## config.mk

```make
export PLATFORM = sky130hd
export DESIGN_NAME = elevator_top
export DESIGN_NICKNAME = d
export VERILOG_FILES = /design/src/elevator_pkg.sv /design/src/car_motion.sv /design/src/elevator_top.sv /design/src/floor_call_cell.sv /design/src/passenger_counter.sv /design/src/step_timer.sv /design/src/target_selector.sv
export VERILOG_INCLUDE_DIRS = /design/src
export SDC_FILE = /design/constraint.sdc
export NUM_CORES = 1
export LEC_CHECK = 0
export ABC_AREA = 0
export BUFFER_PORTS_ARGS = -buffer_cell sky130_fd_sc_hd__buf_2
export CAP_MARGIN = 20
export CORE_MARGIN = 1.5
export CORE_UTILIZATION = 50
export CTS_BUF_LIST = sky130_fd_sc_hd__clkbuf_4
export DETAILED_ROUTE_END_ITERATION = 8
export GPL_ROUTABILITY_DRIVEN = 0
export PLACE_DENSITY = 0.64
export RECOVER_POWER = 25
export SLEW_MARGIN = 20
export SYNTH_ARGS = -nofsm -noshare
export SYNTH_HDL_FRONTEND = slang
export SYNTH_SLANG_ARGS = --single-unit
```

## constraint.sdc

```tcl
create_clock -name clock -period 11.3 [get_ports clock]
set_input_delay 3.39 -clock clock [delete_from_list [all_inputs] [get_ports clock]]
set_output_delay 3.39 -clock clock [all_outputs]
set_load 0.05 [all_outputs]
```

## src/elevator_defines.svh

```systemverilog
// Elevator sizing macros: floor count, widths, passenger limit, step period
`ifndef ELEVATOR_DEFINES_SVH
`define ELEVATOR_DEFINES_SVH

// ==================================================
// Building geometry
// ==================================================
`define FLOORS          5   // Floors 0 to 4
`define FLOOR_BITS      3   // Wide enough for any floor index

// ==================================================
// Car limits and timing
// ==================================================
`define MAX_PASSENGERS  5   // Occupancy that marks the car as full
`define COUNT_BITS      3   // Passenger count width
`define STEP_CYCLES     8   // Clocks per floor step, at least 2

`endif

```

## src/elevator_pkg.sv

```systemverilog
// Elevator types: floor index, motion state, car status, per-floor candidate
`default_nettype none

`include "elevator_defines.svh"

package elevator_pkg;

    typedef logic [`FLOOR_BITS-1:0] floor_t;   // Floor index

    // Car motion, same encoding as the status flags
    typedef enum logic [1:0] {
        MOTION_STOPPED = 2'b00,
        MOTION_UP      = 2'b01,
        MOTION_DOWN    = 2'b10
    } motion_t;

    // Where the car is and what it is doing
    typedef struct packed {
        floor_t  floor;
        motion_t motion;
    } car_status_t;

    // One per floor, read by the target selector
    typedef struct packed {
        logic   pending;                        // Call latched here
        logic   on_path;                        // Between car and target
        floor_t distance;                       // Floors away from the car
    } floor_candidate_t;

endpackage

`default_nettype wire

```

## src/car_motion.sv

```systemverilog
// Car motion: stopped/up/down FSM and floor position register
`timescale 1ns/1ps
`default_nettype none

`include "elevator_defines.svh"

module car_motion (
    input  logic                      clock,
    input  logic                      reset,
    input  logic                      step,       // Move one floor when moving
    input  logic                      emergency,
    input  elevator_pkg::floor_t      target,     // From target selector
    output elevator_pkg::car_status_t status
);

    localparam elevator_pkg::floor_t TOP_FLOOR = elevator_pkg::floor_t'(`FLOORS - 1);

    elevator_pkg::motion_t motion;
    elevator_pkg::motion_t motion_next;
    elevator_pkg::floor_t  floor_q;               // Current floor

    // ==================================================
    // Next motion state
    // ==================================================
    always_comb begin
        motion_next = motion;                     // Hold by default
        if (emergency) begin
            // Head for the ground floor and park there
            motion_next = (floor_q == '0) ? elevator_pkg::MOTION_STOPPED
                                          : elevator_pkg::MOTION_DOWN;
        end else begin
            case (motion)
                elevator_pkg::MOTION_STOPPED: begin
                    if (target > floor_q)
                        motion_next = elevator_pkg::MOTION_UP;
                    else if (target < floor_q)
                        motion_next = elevator_pkg::MOTION_DOWN;
                end
                elevator_pkg::MOTION_UP,
                elevator_pkg::MOTION_DOWN: begin
                    if (floor_q == target)
                        motion_next = elevator_pkg::MOTION_STOPPED;  // Arrived
                end
                default: motion_next = elevator_pkg::MOTION_STOPPED;
            endcase
        end
    end

    always_ff @(posedge clock or posedge reset) begin
        if (reset) begin
            motion  <= elevator_pkg::MOTION_STOPPED;
            floor_q <= '0;
        end else begin
            motion <= motion_next;
            // Position only advances on a step while moving
            if (step && motion == elevator_pkg::MOTION_UP && floor_q < TOP_FLOOR)
                floor_q <= floor_q + 1'b1;
            else if (step && motion == elevator_pkg::MOTION_DOWN && floor_q != '0)
                floor_q <= floor_q - 1'b1;
        end
    end

    assign status = '{floor: floor_q, motion: motion};

    // Position in range, and frozen while parked
    a_floor_range: assert property (@(posedge clock) disable iff (reset)
        floor_q < `FLOORS);
    a_no_drift: assert property (@(posedge clock) disable iff (reset)
        motion == elevator_pkg::MOTION_STOPPED |=> $stable(floor_q));

endmodule

`default_nettype wire

```

## src/elevator_top.sv

```systemverilog
// Elevator top level: step timer, car motion, call cells, selector, counter
`timescale 1ns/1ps
`default_nettype none

`include "elevator_defines.svh"

module elevator_top (
    input  logic                   clock,
    input  logic                   reset,
    input  logic [`FLOORS-1:0]     call_buttons,  // One hall button per floor
    input  logic                   emergency,
    input  logic                   person_enter,
    input  logic                   person_exit,
    output logic [`FLOOR_BITS-1:0] floor,         // Binary floor number
    output logic                   stopped,
    output logic                   moving_up,
    output logic                   moving_down,
    output logic                   full
);

    logic                           step;
    elevator_pkg::car_status_t      status;
    elevator_pkg::floor_t           target;
    elevator_pkg::floor_candidate_t candidates [`FLOORS];

    // ==================================================
    // Motion path
    // ==================================================
    step_timer i_step_timer (
        .clock (clock),
        .reset (reset),
        .step  (step)
    );

    car_motion i_car_motion (
        .clock     (clock),
        .reset     (reset),
        .step      (step),
        .emergency (emergency),
        .target    (target),
        .status    (status)
    );

    // ==================================================
    // Calls and destination
    // ==================================================
    for (genvar i = 0; i < `FLOORS; i++) begin : g_floor
        floor_call_cell #(.FLOOR_INDEX(i)) i_floor_call_cell (
            .clock     (clock),
            .reset     (reset),
            .call      (call_buttons[i]),
            .emergency (emergency),
            .status    (status),
            .target    (target),
            .candidate (candidates[i])
        );
    end

    target_selector i_target_selector (
        .clock      (clock),
        .reset      (reset),
        .emergency  (emergency),
        .full       (full),
        .status     (status),
        .candidates (candidates),
        .target     (target)
    );

    passenger_counter i_passenger_counter (
        .clock        (clock),
        .reset        (reset),
        .person_enter (person_enter),
        .person_exit  (person_exit),
        .status       (status),
        .full         (full)
    );

    // Status outputs
    assign floor       = status.floor;
    assign stopped     = (status.motion == elevator_pkg::MOTION_STOPPED);
    assign moving_up   = (status.motion == elevator_pkg::MOTION_UP);
    assign moving_down = (status.motion == elevator_pkg::MOTION_DOWN);

endmodule

`default_nettype wire

```

## src/floor_call_cell.sv

```systemverilog
// Floor call cell: hall-call latch plus distance and on-path evaluation
`timescale 1ns/1ps
`default_nettype none

module floor_call_cell #(
    parameter int FLOOR_INDEX = 0                   // Floor served by this cell
) (
    input  logic                           clock,
    input  logic                           reset,
    input  logic                           call,       // Hall button level
    input  logic                           emergency,
    input  elevator_pkg::car_status_t      status,
    input  elevator_pkg::floor_t           target,
    output elevator_pkg::floor_candidate_t candidate
);

    localparam elevator_pkg::floor_t MY_FLOOR = elevator_pkg::floor_t'(FLOOR_INDEX);

    logic                 pending;
    logic                 at_floor;                 // Car parked here
    logic                 on_path;
    elevator_pkg::floor_t distance;

    assign at_floor = (status.motion == elevator_pkg::MOTION_STOPPED)
                   && (status.floor == MY_FLOOR);

    always_ff @(posedge clock or posedge reset) begin
        if (reset)
            pending <= 1'b0;
        else if (emergency || at_floor)
            pending <= 1'b0;                        // Clear beats a press
        else if (call)
            pending <= 1'b1;
    end

    always_comb begin
        distance = (MY_FLOOR > status.floor) ? MY_FLOOR - status.floor
                                             : status.floor - MY_FLOOR;
        case (status.motion)
            elevator_pkg::MOTION_UP:   on_path = (MY_FLOOR > status.floor) && (MY_FLOOR <= target);
            elevator_pkg::MOTION_DOWN: on_path = (MY_FLOOR < status.floor) && (MY_FLOOR >= target);
            default:                   on_path = 1'b0;  // No path while parked
        endcase
    end

    assign candidate = '{pending: pending, on_path: on_path, distance: distance};

    // A call at the floor the car rests on is served, never kept
    a_served_clears: assert property (@(posedge clock) disable iff (reset)
        at_floor |=> !pending);

endmodule

`default_nettype wire

```

## src/passenger_counter.sv

```systemverilog
// Passenger counter: edge-detected enter/exit, saturating count, full flag
`timescale 1ns/1ps
`default_nettype none

`include "elevator_defines.svh"

module passenger_counter (
    input  logic                      clock,
    input  logic                      reset,
    input  logic                      person_enter,  // Level, counted on rise
    input  logic                      person_exit,
    input  elevator_pkg::car_status_t status,
    output logic                      full
);

    localparam logic [`COUNT_BITS-1:0] MAX_COUNT = `MAX_PASSENGERS;

    logic                   enter_q, exit_q;         // Previous levels
    logic                   enter_rise, exit_rise;
    logic [`COUNT_BITS-1:0] count, count_next;

    assign enter_rise = person_enter & ~enter_q;
    assign exit_rise  = person_exit & ~exit_q;

    always_comb begin
        count_next = count;
        // Doors only open while parked
        if (status.motion == elevator_pkg::MOTION_STOPPED) begin
            if (enter_rise) begin
                if (count < MAX_COUNT)
                    count_next = count + 1'b1;       // Saturate at limit
            end else if (exit_rise && count != '0) begin
                count_next = count - 1'b1;
            end
        end
    end

    always_ff @(posedge clock or posedge reset) begin
        if (reset) begin
            enter_q <= 1'b0;
            exit_q  <= 1'b0;
            count   <= '0;
            full    <= 1'b0;
        end else begin
            enter_q <= person_enter;
            exit_q  <= person_exit;
            count   <= count_next;
            full    <= (count_next == MAX_COUNT);    // Tracks count same clock
        end
    end

    a_count_limit: assert property (@(posedge clock) disable iff (reset)
        count <= MAX_COUNT);

endmodule

`default_nettype wire

```

## src/step_timer.sv

```systemverilog
// Step timer: free-running divider producing a one-clock step strobe
`timescale 1ns/1ps
`default_nettype none

`include "elevator_defines.svh"

module step_timer #(
    parameter int STEP_CYCLES = `STEP_CYCLES   // Clocks between strobes
) (
    input  logic clock,
    input  logic reset,
    output logic step                          // High for one clock per period
);

    localparam int CNT_BITS = $clog2(STEP_CYCLES);
    localparam logic [CNT_BITS-1:0] LAST = CNT_BITS'(STEP_CYCLES - 1);

    logic [CNT_BITS-1:0] count;                // Clocks since last strobe

    always_ff @(posedge clock or posedge reset) begin
        if (reset) begin
            count <= '0;
            step  <= 1'b0;
        end else if (count == LAST) begin
            count <= '0;                       // Wrap
            step  <= 1'b1;
        end else begin
            count <= count + 1'b1;
            step  <= 1'b0;
        end
    end

endmodule

`default_nettype wire

```

## src/target_selector.sv

```systemverilog
// Target selector: registered destination chosen from per-floor candidates
`timescale 1ns/1ps
`default_nettype none

`include "elevator_defines.svh"

module target_selector (
    input  logic                           clock,
    input  logic                           reset,
    input  logic                           emergency,
    input  logic                           full,        // No pickups when full
    input  elevator_pkg::car_status_t      status,
    input  elevator_pkg::floor_candidate_t candidates [`FLOORS],
    output elevator_pkg::floor_t           target
);

    logic                 moving;
    logic                 found;                        // Some floor qualifies
    elevator_pkg::floor_t best_floor;
    elevator_pkg::floor_t best_dist;
    elevator_pkg::floor_t target_next;

    assign moving = (status.motion != elevator_pkg::MOTION_STOPPED);

    // ==================================================
    // Nearest eligible floor
    // ==================================================
    always_comb begin
        best_floor = status.floor;
        best_dist  = '1;
        found      = 1'b0;
        // Ascending scan with strict compare, ties go low
        for (int i = 0; i < `FLOORS; i++) begin
            if (candidates[i].pending && (candidates[i].on_path || !moving)
                && candidates[i].distance < best_dist) begin
                best_floor = elevator_pkg::floor_t'(i);
                best_dist  = candidates[i].distance;
                found      = 1'b1;
            end
        end
    end

    always_comb begin
        target_next = target;                           // Keep by default
        if (emergency)
            target_next = '0;                           // Ground floor
        else if (!moving)
            target_next = found ? best_floor : status.floor;
        else if (!full && found)
            target_next = best_floor;                   // On-path pickup
    end

    always_ff @(posedge clock or posedge reset) begin
        if (reset)
            target <= '0;
        else
            target <= target_next;
    end

    a_target_range: assert property (@(posedge clock) disable iff (reset)
        target < `FLOORS);

endmodule

`default_nettype wire

```

==> metrics, run 1 <==
Post-DRT Antenna Nets=0; Hold Crit Class=flip-flop to flip-flop; Synth Area in Adders=~16%; commonest non-fill, non-tap cell in the layout=ha_1; synthesized instance count=between 200 and 300; sequential cell area=between 500 and 600 µm²; largest net degree at the start of global routing=24; filler cell count=390; Clk pin slew, worst setup/hold paths=approximately 0.13 ns; CP Max Fanout=14; die width=about 70 µm; post-CTS setup buffer count=0; WP data required=about 12 ns; synth warn=0; Slew @ Worst Pin=between 0.8 and 0.9 ns; delay-heaviest family, CP=compound AO/OA/AOI/OAI gates; achievable frequency=approximately 0.15 GHz; mux cell area share after synthesis=~4.8%; Worst slew margin=between 40% and 50%; Sum Neg Setup Slack=0 ns; period utilisation layout=between 50% and 60%; Unique masters post-synth=63; Synth area leader=dfrtp_1; Max clock buf depth=2; drt first pass iters=4; sequential cell area fraction in the yosys report=26.5%; CTS root buf=clkbuf_4; Detailed Route WL=5310 µm; htree depth=1; Critical Path AT=6.89 ns; skew final=approximately 0.013 ns; CTS resizes=0; fraction of synthesized cell area in xor and xnor cells=between 1 and 1.5%; GRT Util Overall=about a quarter; CTS tree=done; gr ovfl total=0; complex-gate fraction of the synthesized area=between 20% and 30%; DRC viols=0; final-report hold violation count=0; Sink Count=23; Worst-Skew Late Latency=~0.32 ns; final max-slew violation count=0; Num CTS Buffers=3; status=complete, no violations; Nets=303; DR vias/cell=6.24; Cell Area, Synth=~2200 µm²; share of post-route cells with drive strength above 1=around a tenth; CP most frequent cell=ha_1; WL/cell=16.9 µm; fin crit period=6.67 ns; final setup fails=0; DIE AREA=4750 µm²; net count after synthesis=293; Worst Setup End Kind=flip-flop; max-cap violations=0; synth top area cells=dfrtp_1, ha_1, o21ai_0; I/O pin cnt=17; area of the multi-input gates=1470 µm²; Iter 0 DRT Violations=approximately 150; Die H=69.0 µm; DP HPWL=approximately 4000 µm; vias in the first global route=around 1800; initial antenna violation count=0; Synth async-reset ratio=100%; critical path class=flip-flop to flip-flop; port bufs=16; CORE AREA=about 4100 µm²; CP Cell Sequence=clkinv_1 > ha_1 > ha_1 > nor3b_2 > mux2_1 > o21ai_0 > a21o_2 > mux2i_1 > o31a_1 > mux2i_1 > ha_1 > a211oi_1 > nand2_1 > nor2_1 > o31ai_2 > mux2_1 > ha_1 > a221oi_1 > o2111ai_1 > o211ai_1 > o41a_1 > o32ai_1; flops & latches, synth=23; Simple-Gate Fraction of Synth Area=roughly 18%; crit start category=flip-flop; Crit path largest cell delay=between 0.6 and 0.7 ns; Initial Util=53.2%; Worst path slowest cell=dfrtp_1; critical path buffer and inverter count=1; via count=between 1500 and 2000; RSZ-0062 raised after global routing=false; area grow syn2layout=5.12%; main flop type after synthesis=dfrtp_1; # diodes=0; share of the synthesized area in the top cell type=roughly a quarter; cts hold-fix bufs=0; number of synthesized flops with an enable pin=0; first-pass GRT wire length=roughly 9000 µm; largest family of logic cells by synthesized area=compound AO/OA/AOI/OAI gates; row cnt=23; commonest non-fill, non-tap cells in the layout=ha_1, nor2_1, dfrtp_1; Syn Area/Cell=8.49 µm²
[area by class of cell]
| class | count | area share [%] |
|---|---|---|
| Clock buffer | 4 | 1.31 |
| Inverter | 20 | 3.28 |
| Multi-Input combinational cell | 202 | 64.1 |
| Sequential cell | 23 | 25.2 |
| Tap cell | 50 | 2.74 |
| Timing Repair Buffer | 16 | 3.34 |
[synthesized netlist by cell type (2+ instances only)]
| cell type | n |
|---|---|
| nand2b_1 | 5 |
| nand2_1 | 15 |
| a21o_1 | 3 |
| ha_1 | 27 |
| nand3b_1 | 2 |
| mux2_1 | 2 |
| o2111ai_1 | 2 |
| a21boi_0 | 2 |
| o31a_1 | 4 |
| and2_1 | 4 |
| buf_4 | 4 |
| clkbuf_1 | 5 |
| nor3_1 | 3 |
| o32ai_1 | 3 |
| mux2i_1 | 7 |
| a211oi_1 | 7 |
| or2_2 | 3 |
| xnor2_1 | 2 |
| nor2b_1 | 5 |
| inv_1 | 18 |
| clkinv_1 | 2 |
| nor2_1 | 25 |
| o211ai_1 | 2 |
| nand3_1 | 3 |
| a31oi_1 | 5 |
| a221oi_1 | 2 |
| o221ai_1 | 2 |
| o21ai_0 | 21 |
| a21oi_1 | 13 |
| dfrtp_1 | 23 |
| o2bb2ai_1 | 2 |
| a311oi_1 | 2 |
[through the flow]
step,std cells,setup slack (ns),utilization [%],hold slack [ns],area [µm²]
after detailed placement,311,4.76,55.3,0.426,2260
after floorplan,256,5.58,-,0.403,2170
after global routing,315,4.00,55.9,0.488,2290
after CTS,315,4.72,56.0,0.451,2290
final,315,4.63,55.9,0.451,2290
after global placement,311,5.03,55.3,0.420,2260
[flip-flops by register name, indices dropped and copies added (netlist names)]
register / flops
g_floor.i_floor_call_cell.pending: 5
i_car_motion.floor_q: 3
i_passenger_counter.count: 3
i_step_timer.count: 3
i_target_selector.target: 3
i_car_motion.motion: 2
i_passenger_counter.enter_q: 1
i_passenger_counter.exit_q: 1
i_passenger_counter.full: 1
i_step_timer.step: 1
[worst register-to-register path, stage by stage, from the launching register on]
cell and delay (ns):
dfrtp_1 0.63, clkinv_1 0.47, ha_1 0.36, ha_1 0.26, nor3b_2 0.32, mux2_1 0.42
o21ai_0 0.25, a21o_2 0.25, mux2i_1 0.29, o31a_1 0.32, mux2i_1 0.14, ha_1 0.21
a211oi_1 0.32, nand2_1 0.15, nor2_1 0.20, o31ai_2 0.11, mux2_1 0.32, ha_1 0.30
a221oi_1 0.46, o2111ai_1 0.19, o211ai_1 0.28, o41a_1 0.21, o32ai_1 0.09
[path summary, 6_finish.rpt]
| kind | to | cells after the start | start | slack, ns |
|---|---|---|---|---|
| min | i_step_timer.count[0]$_DFF_PP0_ | 1 | i_step_timer.count[0]$_DFF_PP0_ | 0.45 |
| min reg2reg | i_step_timer.count[0]$_DFF_PP0_ | 1 | i_step_timer.count[0]$_DFF_PP0_ | 0.45 |
| min in group asynchronous | i_passenger_counter.exit_q$_DFF_PP0_ | 2 | reset | 3.23 |
| max | i_target_selector.target[0]$_DFFE_PP0P_ | 22 | i_car_motion.floor_q[1]$_DFFE_PP0P_ | 4.63 |
| max in group asynchronous | g_floor[0].i_floor_call_cell.pending$_DFFE_PP0P_ | 2 | reset | 7.52 |
| max reg2reg | i_target_selector.target[0]$_DFFE_PP0P_ | 22 | i_car_motion.floor_q[1]$_DFFE_PP0P_ | 4.63 |
[metal layers]
metal,track usage (%),wire length (µm)
met5,0,0
met3,4.06,238
met2,41.2,2450
met4,5.39,70
met1,35.1,2540
[kinds of logic (layout without fill, tap and decap cells)]
kind of cell             Yosys count  after routing
buffers and inverters             31             40
multiplexers                      10             10
adder cells (fa/ha/maj)           27             27
XOR/XNOR                           3              3
AO/OA/AOI/OAI                     86             86
flip-flops                        23             23
AND/OR/NAND/NOR                   76             76
Power of run 1 is not shown: default switching activity piles up to over one toggle a cycle in this logic, so the estimate is an artifact.
==> inputs of run 2 (changes only) <==
ABC_AREA = 1   (was 0)
PLACE_DENSITY = 0.65   (was 0.64)
clock period = 6.5 ns   (was 11.3 ns; I/O delays follow)
==> run 2 against run 1 <==
Global-route usage shrank 1.2 points. Hold slack lost 0.0092 ns. Worst setup slack worse by 3.5 ns. Critical path type unchanged. Count of clock-buffer cells in the layout down 1. Largest cell class unchanged. Highest routed layer unchanged. Final area down 3.5%. First-iteration DRC count decreased by 26%. Routed wire length shrank 8.2%. Sequential cell count unchanged.
==> metrics, run 2 <==
most flop-heavy register=g_floor.i_floor_call_cell.pending; Syn Area/Cell=roughly 7.4 µm²; number of synthesized flops with an enable pin=0; die width=between 60 and 70 µm; Hold Startpoint=i_step_timer.count[0]$_DFF_PP0_; critical path class=flip-flop to flip-flop; Hold Crit Class=flip-flop to flip-flop; DRC viols=0; main flop type after synthesis=dfrtp_1; WL/cell=14.1 µm; period utilisation layout=between 80% and 90%; Crit path largest cell delay=0.56 ns; drt first pass iters=4; # diodes=0; Critical Path AT=5.69 ns; Post-DRT Antenna Nets=0; CP most frequent cell=nand2_1; achievable frequency=0.185 GHz; CP startpoint=i_car_motion.floor_q[1]$_DFFE_PP0P_; DP HPWL=3870 µm; Nets=around 330; area grow syn2layout=6.14%; GRT Util Overall=24.0%; Initial Util=between 50% and 60%; Unique masters post-synth=between 40 and 50; top-count cell post-synth=nand2_1; synth warn=0; final max-slew violation count=0; Slew @ Worst Pin=0.872 ns; initial antenna violation count=0; Synth area leader=dfrtp_1; crit start category=flip-flop; RSZ-0062 raised after global routing=false; met2 Usage GRT=38.6%; CTS resizes=0; worst hold slack=0.442 ns; first-pass GRT wire length=8190 µm; port bufs=16; I/O pin cnt=17; Worst slew margin=between 40% and 50%; Max clock buf depth=2; CP Max Fanout=10; share of the synthesized area in the top cell type=between 20% and 30%; Worst-Skew Late Latency=roughly 0.32 ns; pre-CTS WS=between 1 and 1.5 ns; Reg2Reg Depth=29; Num CTS Buffers=3; max reg flops=5; Worst R2R Start=i_car_motion.floor_q[1]$_DFFE_PP0P_; gr ovfl total=0; Sum Neg Setup Slack=0 ns; CORE AREA=~4000 µm²; htree depth=1; filler cell count=404; hold path depth=1; fin crit period=5.41 ns; largest net degree at the start of global routing=24; synthesized instance count=281; Worst Setup Slack, final=roughly 1.1 ns; synth top area cells=dfrtp_1, ha_1, nand2_1; grt met3 use=between 1.5 and 2%; flops & latches, synth=23; DR vias/cell=~5.5; WP data required=between 6 and 7 ns; vias in the first global route=1775; final core occ=a little under three fifths; skew final=just over 0.004 ns; row cnt=23; Worst path slowest cell=dfrtp_1; post-CTS setup buffer count=0; Detailed Route WL=between 4000 and 5000 µm; status=complete, no violations; cts hold-fix bufs=0; CTS root buf=clkbuf_4; commonest non-fill, non-tap cells in the layout=nand2_1, inv_1, ha_1; Clk pin slew, worst setup/hold paths=0.13 ns; final-report hold violation count=0; Die H=slightly below 70 µm; Cell Area, Synth=just over 2000 µm²; top post-synthesis cells by count=nand2_1, inv_1, ha_1, dfrtp_1, o21ai_0; gr busiest metal=met2; Worst Setup End Kind=flip-flop; final setup fails=0; DIE AREA=4550 µm²; CTS tree=done; net count after synthesis=318; Sink Count=23; via count=1883; Iter 0 DRT Violations=about 110; grt met1 use=between 30% and 40%; commonest non-fill, non-tap cell in the layout=nand2_1; share of post-route cells with drive strength above 1=between 10 and 15%; Synth async-reset ratio=100%; sequential cell area fraction in the yosys report=between 20% and 30%; max-cap violations=0
run 2: changes by cell type in the layout (fill, tap and decap cells not counted), sizes merged, moves of 5 or more:
cell,previous run,this run
nand2,15,71
inv,18,45
nand3,3,19
nor2,25,16
a211oi,7,0
mux2i,7,1
o21ai,21,27
nand2b,5,0
nor2b,5,0
run 2: layout make-up:
type | count | area (µm²) | share of cell area, %
repair buffers | 16 | 78.8 | 3.57
multi-input cells | 207 | 1280 | 58.3
flip-flops and latches | 23 | 576 | 26.1
inverters | 45 | 176 | 8.00
clock buffers | 3 | 22.5 | 1.02
well taps | 50 | 62.6 | 2.84
clock inverters | 1 | 5.00 | 0.227
run 2: critical path, delay by kind of cell, from the launching register on:
| kind | cells | cell delay (ns) |
|---|---|---|
| adder cells (fa/ha/maj) | 4 | 1.10 |
| AO/OA/AOI/OAI | 5 | 1.57 |
| AND/OR/NAND/NOR | 18 | 1.79 |
| buffers and inverters | 2 | 0.34 |
| flip-flops | 1 | 0.56 |
run 2: worst paths after layout:
path | to | slack (ns)
min reg2reg | i_step_timer.count[0]$_DFF_PP0_ | 0.44
min | i_step_timer.count[0]$_DFF_PP0_ | 0.44
max in group asynchronous | i_car_motion.floor_q[0]$_DFFE_PP0P_ | 4.18
min in group asynchronous | i_step_timer.count[0]$_DFF_PP0_ | 1.79
max reg2reg | i_target_selector.target[0]$_DFFE_PP0P_ | 1.09
max | i_target_selector.target[0]$_DFFE_PP0P_ | 1.09
run 2: cells by family after synthesis:
family	synth area share, %
and+or+nand+nor	25.9
xor gates and xnor gates	1.26
DFF	27.7
muxes	0.482
adders and majority gates	16.3
buffers and inverters	10.5
AOI/OAI and AO/OA	17.9
run 2: layer usage:
layer  up-vias  part of all wire, %
met5         -                    0
met4         0                  1.7
met3         8                  4.8
met2        65                   46
met1       845                   47
li1        965                    -
run 2: stage by stage:
| stage | std cells | cell area [µm²] |
|---|---|---|
| final | 345 | 2210 |
| after global routing | 345 | 2210 |
| after CTS | 345 | 2210 |
| after detailed placement | 341 | 2180 |
| after global placement | 341 | 2180 |
| after floorplan | 281 | 2080 |
Power of run 2 is left out for the same reason.
